## src/include/dma_defs.svh

```systemverilog
//##########################################################
// DMA endpoint configuration constants
// Base address, datapath widths, register depth and the
// bus read timing shared by the package and the RTL
//##########################################################

`ifndef DMA_DEFS_SVH
`define DMA_DEFS_SVH

// Absolute bus address of offset 0 (channel-count register)
`define DMA_BASE_ADDRESS 32'h43c00000

// Width of one register-file word
`define DMA_DATA_WIDTH 32

// Register index width, 256 registers
`define DMA_REG_ADDR_WIDTH 8

// Extra cycles a bus read completion is held off
`define DMA_PULSE_STRETCH 6

// Bus reads return only the low 16 bits when set
`define DMA_LEGACY_READ 0

`endif

```

## src/hw/dma_pkg.sv

```systemverilog
//##########################################################
// DMA subsystem types
// Vector types for bus, register file and channel count,
// plus the endpoint FSM state encoding
//##########################################################

`include "dma_defs.svh"

package dma_pkg;

    // Bus side
    typedef logic [31:0] bus_addr_t;
    typedef logic [31:0] bus_data_t;

    // Register-file side
    typedef logic [`DMA_DATA_WIDTH-1:0]     reg_data_t;
    typedef logic [`DMA_REG_ADDR_WIDTH-1:0] reg_addr_t;

    // Number of active channels, written by the host
    typedef logic [7:0] chan_count_t;

    // Endpoint FSM
    typedef enum logic [2:0] {
        idle         = 3'b000,
        act_write    = 3'b001,
        wait_read    = 3'b010,
        act_read     = 3'b011,
        read_stretch = 3'b100
    } endpoint_state_t;

endpackage

```

## src/hw/dma_endpoint.sv

```systemverilog
//##########################################################
// DMA bus endpoint
// Decodes base-relative bus accesses, holds the channel
// count and merges stream writes onto the single
// register-file write port, stream taking priority
//##########################################################

`timescale 1ns/100ps
`include "dma_defs.svh"

module dma_endpoint #(
    parameter bit legacy_read = `DMA_LEGACY_READ
) (
    input  logic                 clock,
    input  logic                 reset,
    // Bus slave
    input  dma_pkg::bus_addr_t   bus_address,
    input  dma_pkg::bus_data_t   bus_write_data,
    input  logic                 bus_write_strobe,
    input  logic                 bus_read_strobe,
    output dma_pkg::bus_data_t   bus_read_data,
    output logic                 bus_ready,
    // Stream input, no back-pressure
    input  logic                 stream_valid,
    input  dma_pkg::reg_addr_t   stream_dest,
    input  dma_pkg::reg_data_t   stream_data,
    // Register file
    output dma_pkg::reg_addr_t   reg_write_addr,
    output dma_pkg::reg_data_t   reg_write_data,
    output logic                 reg_write_valid,
    output dma_pkg::reg_addr_t   reg_read_addr,
    input  dma_pkg::reg_data_t   reg_read_data,
    // Channel-count register
    output dma_pkg::chan_count_t n_channels
);
    import dma_pkg::*;

    localparam bus_addr_t base_address = `DMA_BASE_ADDRESS;
    localparam bus_addr_t reg_base_offset = bus_addr_t'(4);
    localparam int stretch_width = $clog2(`DMA_PULSE_STRETCH + 1);
    localparam logic [stretch_width-1:0] stretch_load = stretch_width'(`DMA_PULSE_STRETCH);

    endpoint_state_t state;

    // Decode of the incoming access
    bus_addr_t bus_offset;
    bus_addr_t read_offset;
    logic      offset_is_count;

    // Shadow of the accepted bus write
    bus_addr_t latched_offset;
    bus_data_t latched_data;
    bus_addr_t write_offset;
    logic      write_is_count;

    logic write_done;
    logic write_step;
    logic bus_issue;
    logic read_is_count;
    logic [stretch_width-1:0] stretch_count;
    bus_data_t read_word;

    assign bus_offset      = bus_address - base_address;
    assign read_offset     = bus_offset - reg_base_offset;
    assign offset_is_count = bus_offset < reg_base_offset;

    assign write_offset   = latched_offset - reg_base_offset;
    assign write_is_count = latched_offset < reg_base_offset;

    // Shadowed write acts once, a register write only while the stream is quiet
    assign write_step = (state == act_write) && !write_done &&
                        (write_is_count || !stream_valid);
    assign bus_issue  = write_step && !write_is_count;

    // Word returned on the bus for the current read
    always_comb begin
        if (read_is_count) begin
            read_word = bus_data_t'(n_channels);
        end else if (legacy_read) begin
            read_word = {16'b0, reg_read_data[15:0]};
        end else begin
            read_word = bus_data_t'(reg_read_data);
        end
    end

    // Endpoint FSM
    always_ff @(posedge clock or negedge reset) begin
        if (!reset) begin
            state         <= idle;
            bus_ready     <= 1'b1;
            write_done    <= 1'b0;
            read_is_count <= 1'b0;
            stretch_count <= '0;
            n_channels    <= '0;
        end else begin
            case (state)
                idle: begin
                    if (bus_write_strobe) begin
                        state     <= act_write;
                        bus_ready <= 1'b0;
                    end else if (bus_read_strobe) begin
                        state         <= wait_read;
                        bus_ready     <= 1'b0;
                        read_is_count <= offset_is_count;
                    end
                end
                act_write: begin
                    if (write_done) begin
                        state      <= idle;
                        bus_ready  <= 1'b1;
                        write_done <= 1'b0;
                    end else if (write_step) begin
                        write_done <= 1'b1;
                        if (write_is_count) begin
                            n_channels <= latched_data[7:0];
                        end
                    end
                end
                // Register file read in flight
                wait_read: begin
                    state <= act_read;
                end
                act_read: begin
                    state         <= read_stretch;
                    stretch_count <= stretch_load;
                end
                // Hold completion off for the stretch length
                read_stretch: begin
                    if (stretch_count == '0) begin
                        state     <= idle;
                        bus_ready <= 1'b1;
                    end else begin
                        stretch_count <= stretch_count - 1'b1;
                    end
                end
                default: begin
                    state <= idle;
                end
            endcase
        end
    end

    // Write port strobe, stream or deferred bus write
    always_ff @(posedge clock or negedge reset) begin
        if (!reset) begin
            reg_write_valid <= 1'b0;
        end else begin
            reg_write_valid <= stream_valid || bus_issue;
        end
    end

    // Bus write shadow
    always_ff @(posedge clock) begin
        if (state == idle && bus_write_strobe) begin
            latched_offset <= bus_offset;
            latched_data   <= bus_write_data;
        end
    end

    // Write port payload, stream first
    always_ff @(posedge clock) begin
        if (stream_valid) begin
            reg_write_addr <= stream_dest;
            reg_write_data <= stream_data;
        end else if (bus_issue) begin
            reg_write_addr <= write_offset[`DMA_REG_ADDR_WIDTH+1:2];
            reg_write_data <= reg_data_t'(latched_data);
        end
    end

    // Read index and captured read word
    always_ff @(posedge clock) begin
        if (state == idle && bus_read_strobe && !bus_write_strobe) begin
            if (offset_is_count) begin
                reg_read_addr <= '0;
            end else begin
                reg_read_addr <= read_offset[`DMA_REG_ADDR_WIDTH+1:2];
            end
        end
        if (state == act_read) begin
            bus_read_data <= read_word;
        end
    end

endmodule

```

## config.mk

```make
export PLATFORM = sky130hd
export DESIGN_NAME = dma_endpoint
export DESIGN_NICKNAME = d
export VERILOG_FILES = /design/src/hw/dma_pkg.sv /design/src/hw/dma_endpoint.sv
export VERILOG_INCLUDE_DIRS = /design/src /design/src/include
export SDC_FILE = /design/constraint.sdc
export NUM_CORES = 1
export LEC_CHECK = 0
export ABC_AREA = 0
export BUFFER_PORTS_ARGS = -buffer_cell sky130_fd_sc_hd__buf_2
export CAP_MARGIN = 10
export CORE_ASPECT_RATIO = 0.8
export CORE_MARGIN = 4
export CORE_UTILIZATION = 50
export CTS_CLUSTER_SIZE = 8
export DETAILED_ROUTE_END_ITERATION = 6
export PLACE_DENSITY = 0.9
export SLEW_MARGIN = 30
export SYNTH_ARGS = -nofsm -noshare
export SYNTH_HDL_FRONTEND = slang
export SYNTH_SLANG_ARGS = --single-unit
```

## constraint.sdc

```tcl
create_clock -name clock -period 6.48 [get_ports clock]
set_input_delay 0.324 -clock clock [delete_from_list [all_inputs] [get_ports clock]]
set_output_delay 0.324 -clock clock [all_outputs]
set_load 0.03 [all_outputs]
```

==> results of run 1 <==
flip-flops by register name (all words and copies together) (netlist names):
| signal | flops |
|---|---|
| bus_read_data | 32 |
| bus_ready | 1 |
| latched_data | 32 |
| latched_offset | 30 |
| n_channels | 8 |
| read_is_count | 1 |
| reg_read_addr | 8 |
| reg_write_addr | 8 |
| reg_write_data | 32 |
| reg_write_valid | 1 |
| state | 3 |
| stretch_count | 3 |
| write_done | 1 |
layer usage:
layer / vias to the layer above / GRT usage [%] / routed length, µm
li1: 1920 / - / -
met4: 0 / 5.947 / 181
met5: - / 0 / 0
met2: 180 / 35.04 / 7576
met3: 17 / 5.489 / 992
met1: 1986 / 22.32 / 5715
cell usage in the layout, fill, tap and decap left out, types with 2 or more instances in the layout:
master	n
a21oi_1	4
buf_2	228
buf_4	2
clkbuf_1	4
clkbuf_16	18
clkbuf_8	6
clkinv_2	3
dfrtp_1	16
edfxtp_1	142
ha_1	5
inv_1	10
mux2_2	48
nand2_1	17
nand3_1	5
nand4_1	3
nor2_1	17
nor2b_1	27
nor3_1	6
nor3b_1	3
nor4_1	11
o21ai_0	13
o31ai_1	3
or4_1	2
xnor2_1	12
xor2_1	7
worst max-delay path by stage:
stage	from	end	slack, ns	cells past startpoint
2_1_floorplan	state[0]	reg_write_addr[0]	3.05	4
3_3_place_gp	state[0]	reg_write_data[22]	3.99	4
3_5_place_dp	bus_address[22]	reg_read_addr[3]	3.95	7
4_1_cts	latched_offset[2]	reg_write_data[15]	3.96	7
5_1_grt	latched_offset[2]	reg_write_data[15]	3.82	7
6_report	latched_offset[2]	reg_write_data[15]	4.02	7
power groups by stage:
| stage | Combinational, W | Sequential (W) | Clock, W |
|---|---|---|---|
| 2_1_floorplan | 0.000225 | 0.00177 | 0 |
| 3_3_place_gp | 0.000695 | 0.00152 | 0 |
| 3_5_place_dp | 0.000735 | 0.00153 | 0 |
| 4_1_cts | 0.000741 | 0.00152 | 0.000954 |
| 5_1_grt | 0.000783 | 0.00154 | 0.000999 |
| 6_report | 0.000731 | 0.00152 | 0.000942 |
what timing repair did:
item / in CTS / in global routing
hold endpoints to repair: 17 / 0
hold buffers: 1 / 0
gates resized for setup: 0 / 0
stage by stage:
stage / power [W] / setup slack [ns] / hold slack, ns
after global routing: 0.003319 / 3.817 / 0.06318
after floorplan: 0.002000 / 3.046 / 0.02841
after detailed placement: 0.002269 / 3.949 / 0.2802
after global placement: 0.002216 / 3.992 / 0.2779
after CTS: 0.003211 / 3.959 / 0.06871
final: 0.003188 / 4.023 / 0.08862
synth_stat cells, types with 6 or more instances:
| cell type | instances | area share (%) |
|---|---|---|
| edfxtp_1 | 142 | 67 |
| mux2_2 | 48 | 8.5 |
| nor2b_1 | 27 | 2.7 |
| dfrtp_1 | 17 | 6.7 |
| nand2_1 | 17 | 1.0 |
| nor2_1 | 17 | 1.0 |
| o21ai_0 | 13 | 1.0 |
| xnor2_1 | 12 | 1.7 |
| clkbuf_1 | 11 | 0.65 |
| inv_1 | 11 | 0.65 |
| nor4_1 | 11 | 1.1 |
| xor2_1 | 7 | 0.97 |
| nor3_1 | 6 | 0.47 |
cell type report:
cell class                      count  area share, %
Sequential cell                   160          57.06
Multi-Input combinational cell    200          18.51
Timing Repair Buffer              232          14.44
Clock buffer                       28          6.629
Tap cell                          171          2.588
Inverter                           11         0.4995
Clock inverter                      4         0.2724
cells by family after synthesis:
kind of cell             synth area share (%)
buffers and inverters                   1.503
flip-flops                              74.52
multiplexers                            8.719
adder cells (fa/ha/maj)                0.9885
XOR/XNOR                                2.630
AO/OA/AOI/OAI                           2.709
AND/OR/NAND/NOR                         8.936
==> impl_metrics.yaml, run 1 <==
die:
  core_um2: 12300
  initial_core_util_pct: 51.47
  io_pins: 231
  fp.dieArea_um2: 14530
  die_h_um: 108.6
  fp.dieW_um: 133.8
  rows: 36
final_layout:
  fin_cells: 806
  antenna_cells: 0
  fill_cells: 863
  fin_util_pct: 67.23
  area_growth_pct: 30.62
  multi_input_area_um2: 1530
  postLayoutCellArea_um2: 8267
  fin_nets: 768
  seqCellArea_um2: 4717
  drive_gt1_share_pct: 49.92
power_and_ir_drop:
  p_leak_nw: 3.381
  clock_power_share_pct: 29.6
  p_sw_w: 0.0009730
  p_per_area_nw_per_um2: 385.7
  p_comb_share_pct: 22.9
  p_seq_share_pct: 47.5
  switching_share_pct: 30.52
  ir_drop_uv: 265.9
  p_int_w: 0.002215
logic_synthesis:
  ys_types: 40
  syn_area_um2: 6329
  yosysWarnings: 0
  synth_nets: 530
  synth_seq_area_share_pct: 74.52
  synthCells: 384
  syn_area_per_cell_um2: 16.48
  synth_flop_cell: "edfxtp_1"
  ys_ff_latch: 160
  async_flop_share_pct: 11.25
  synth_edf_count: 142
flow_run:
  maxCapViolations: 0
critical_path:
  cp_slowest_cell: "edfxtp_1"
  slowest_delay_ns: 0.43
  worstPathArrival_ns: 2.62
  path_buf_inv: 2
  reg2reg_depth: 7
  r2r_end: "reg_write_data[15]"
  cp_top_family: "simple AND/OR/NAND/NOR gates"
  critPathRequiredTime_ns: 6.64
  timing.rr.start: "latched_offset[2]"
  worstPathCellList: "inv_1 > ha_1 > nor3b_1 > nand4_1 > nor2_1 > o21bai_4 > buf_16"
  crit_fanout: 22
  ff2ff_setup_slack_ns: 4.02
  start_kind: "flop"
  cp-end-kind: "flop"
  critPathKind: "reg2reg"
timing:
  relSlewSlack_pct: 46.89
  clock_skew_ns: 0.007780
  maxSlewViolCount: 0
  rsz0062_at_grt: "false"
  worstMarginPinSlew_ns: 0.7966
  maxClockFrequency_ghz: 0.4069
  finalSetupViolations: 0
  setup_tns_ns: 0
  fin_crit_ns: 2.457
  hold_violations: 0
  period_share_pct: 37.92
clocking:
  cts_inserted_buffers: 17
  clk_pin_slew_worst_paths_ns: 0.06
  postCtsSetupRepairBufs: 0
  tritoncts: "yes"
  clkSinkCount: 160
  clock_path_buffers: 2
  clockRootBuffer: "clkbuf_16"
  clkLatencyLatePin_ns: 0.41
  htreeDepth: 4
routing:
  drc_errors: 0
  avgRoutedWirePerCell_um: 17.95
  via_per_inst: 5.091
  vias: 4103
  drt_iter0_markers: 258
  postRouteWirelength_um: 14470
  first_pass_iters: 6
  ant_nets: 0
global_routing:
  grt_pass1_wl_um: 21150
  grt_pass1_vias: 4139
  antenna_found_initial: 0
  grt_max_degree: 63
  grt-ovfl-total: 0
  grtUsageTotal_pct: 19.26
worst_hold_path:
  min-delay-start: "bus_write_data[0]"
  hold_class: "in2reg"
  min_path_cells: 1
  hold-path-endpoint: "latched_data[0]"
placement:
  dp_cells: 773
  dpl_cell_area_um2: 7686
  io_buffers: 228
  dp_hpwl_um: 10530
  place_congestion: 0.8150
outcome:
  status: "finished, final reports clean"
Power figures use the tool's default switching activity.
==> run 2, diff against run 1 <==
ABC_AREA = 1   (was 0)
CORE_UTILIZATION = 45   (was 50)
PLACE_DENSITY = 0.85   (was 0.9)
clock period = 2 ns   (was 6.48 ns; I/O delays follow)
==> impl_metrics.yaml, run 2 <==
outcome:
  status: "finished, final reports clean"
placement:
  place_congestion: 0.7967
  pre_cts_slack_ns: 0.3613
  io_buffers: 228
  dp_hpwl_um: 10950
clocking:
  clk_pin_slew_worst_paths_ns: 0.06
  cts-resized-gates: 0
  cts_inserted_buffers: 17
  cts_hold_buf: 124
  tritoncts: "yes"
  clkSinkCount: 160
  postCtsSetupRepairBufs: 0
  htreeDepth: 4
  clock_path_buffers: 2
  clkLatencyLatePin_ns: 0.42
  clockRootBuffer: "clkbuf_16"
global_routing:
  grt_max_degree: 64
  antenna_found_initial: 1
  grt-ovfl-total: 0
  grt_pass1_wl_um: 28310
  grt_pass1_vias: 5601
  grtUsageTotal_pct: 22.48
logic_synthesis:
  ys_types: 31
  ys_ff_latch: 160
  muxShareOfSynthArea_pct: 1.363
  synth_top_area_share_pct: 64.51
  synth_nets: 723
  async_flop_share_pct: 11.25
  syn_area_um2: 6610
  synthAdderAreaFrac_pct: 0.9464
  synth_seq_area_share_pct: 71.34
  synth_top_family_by_area: "simple AND/OR/NAND/NOR gates"
  syn_area_per_cell_um2: 11.46
  synth.area.top_cells: "edfxtp_1 65%, nand2_1 9.1%, dfrtp_1 6.4%, inv_1 4.5%, nor2_1 4.3%"
  synth_most_common_cell: "nand2_1"
  synth_flop_cell: "edfxtp_1"
  synth_edf_count: 142
  yosys.area.top_type: "edfxtp_1"
  synth_compound_area_share_pct: 2.650
  synth_common_cells: "161 x nand2_1, 142 x edfxtp_1, 80 x inv_1"
  yosysWarnings: 0
  synthCells: 577
  synth-simple-area-share_pct: 17.21
  synth_xor_area_share_pct: 0.9275
critical_path:
  critPathRequiredTime_ns: 2.17
  worstPathArrival_ns: 1.90
  crit_start: "bus_address[2]"
  critPathKind: "in2reg"
  start_kind: "input pin"
  crit_fanout: 8
  timing.rr.start: "latched_offset[2]"
  cp-end-kind: "flop"
final_layout:
  fin_nets: 1092
  fill_cells: 941
  layout_common_cells: "228 x buf_2, 160 x nand2_1, 142 x edfxtp_1"
  reg.largest.list: "bus_read_data x32, latched_data x32, reg_write_data x32"
  multi_input_area_um2: 1548
  final_common_cell: "buf_2"
  seqCellArea_um2: 4716
  drive_gt1_share_pct: 31.60
  area_growth_pct: 50.26
routing:
  ant_nets: 0
  vias: 5481
  via_per_inst: 4.791
  postRouteWirelength_um: 18840
  drc_errors: 0
  avgRoutedWirePerCell_um: 16.47
  drt_iter0_markers: 452
  first_pass_iters: 5
die:
  fp.dieArea_um2: 16700
  fp.dieW_um: 143.5
  core_um2: 14350
  die_h_um: 116.4
  rows: 39
  io_pins: 231
  initial_core_util_pct: 46.08
power_and_ir_drop:
  switching_share_pct: 30.61
  p_int_w: 0.007559
  p_sw_w: 0.003335
  p_per_area_nw_per_um2: 1097
  p_seq_share_pct: 44.3
  p_comb_share_pct: 24.0
  p_leak_nw: 4.553
  ir_drop_uv: 710.8
  clock_power_share_pct: 31.7
timing:
  maxClockFrequency_ghz: 0.5754
  setup_ws_ns: 0.2621
  worstMarginPinSlew_ns: 0.4766
  hold_violations: 0
  clock_skew_ns: 0.009097
  relSlewSlack_pct: 68.23
  rsz0062_at_grt: "false"
  finalSetupViolations: 0
  period_share_pct: 86.90
  maxSlewViolCount: 0
  fin_crit_ns: 1.738
  setup_tns_ns: 0
worst_hold_path:
  hold_class: "in2reg"
  min-delay-start: "reg_read_data[27]"
flow_run:
  maxCapViolations: 0
-- run 2: cell types whose count changed after synthesis, moves of 4 or more --
| cell | delta |
|---|---|
| mux2_2 | -40 |
| nor2_1 | +59 |
| o21ai_2 | +8 |
| a31oi_1 | +4 |
| nand3_1 | +8 |
| nand2_1 | +144 |
| xnor2_1 | -9 |
| nor2b_1 | -27 |
| inv_1 | +69 |
| nand3_2 | +4 |
| nor4_1 | -11 |
-- run 2: area by class of cell --
| class | count | share of cell area, % |
|---|---|---|
| clock inverter | 9 | 1.587 |
| clock buffer | 23 | 4.712 |
| multi-input combinational | 322 | 15.58 |
| tap | 184 | 2.318 |
| antenna | 1 | 0.02520 |
| timing repair buffer | 363 | 25.20 |
| inverter | 82 | 3.099 |
| sequential | 160 | 47.48 |
-- run 2: per-stage QoR --
stage | hold slack [ns] | cells | cell area, µm² | utilization [%] | total power, W
floorplan | -0.1956 | 577 | 6631 | - | 0.006394
detailed placement | 0.07112 | 987 | 8063 | 56.20 | 0.007270
global route | 0.04438 | 1144 | 9932 | 69.23 | 0.01137
finish | 0.01882 | 1144 | 9932 | 69.23 | 0.01089
global placement | 0.05550 | 987 | 8063 | 56.20 | 0.007181
CTS | 0.003484 | 1143 | 9930 | 69.21 | 0.01090
-- run 2: critical path, stage by stage --
cell,delay [ns]
dlygate4sd3_1,0.53
buf_2,0.15
inv_1,0.08
ha_1,0.20
nand4_1,0.16
nor2_2,0.15
inv_1,0.06
nor2_2,0.11
nand3_2,0.09
nor2_4,0.19
nor2_1,0.07
-- run 2: power groups by stage --
stage	combinational, W	clock, W	sequential, W
floorplan	0.000816	0	0.00558
global placement	0.00235	0	0.00483
detailed placement	0.00240	0	0.00487
CTS	0.00261	0.00349	0.00481
global route	0.00284	0.00365	0.00488
finish	0.00262	0.00345	0.00482
-- run 2: kinds of logic after synthesis --
| family | after synthesis |
|---|---|
| simple gates | 275 |
| flops | 160 |
| buf+inv | 95 |
| compound gates | 27 |
| mux | 8 |
| xor+xnor | 7 |
| fa+ha+maj | 5 |
-- run 2: worst paths after layout --
check	cells past startpoint	endpoint	slack (ns)
min in group asynchronous	2	n_channels[2]	0.18
min	3	bus_read_data[27]	0.02
max in group asynchronous	2	bus_ready	1.46
min reg2reg	2	stretch_count[2]	0.48
max reg2reg	11	n_channels[0]	0.32
max	11	reg_read_addr[1]	0.26
-- run 2: metal layers --
layer / wire (µm) / vias up / track usage, %
met1: 6835 / 2528 / 24.53
li1: - / 2621 / -
met3: 1373 / 72 / 5.076
met5: 0 / - / 0
met4: 856 / 0 / 12.74
met2: 9772 / 260 / 40.61
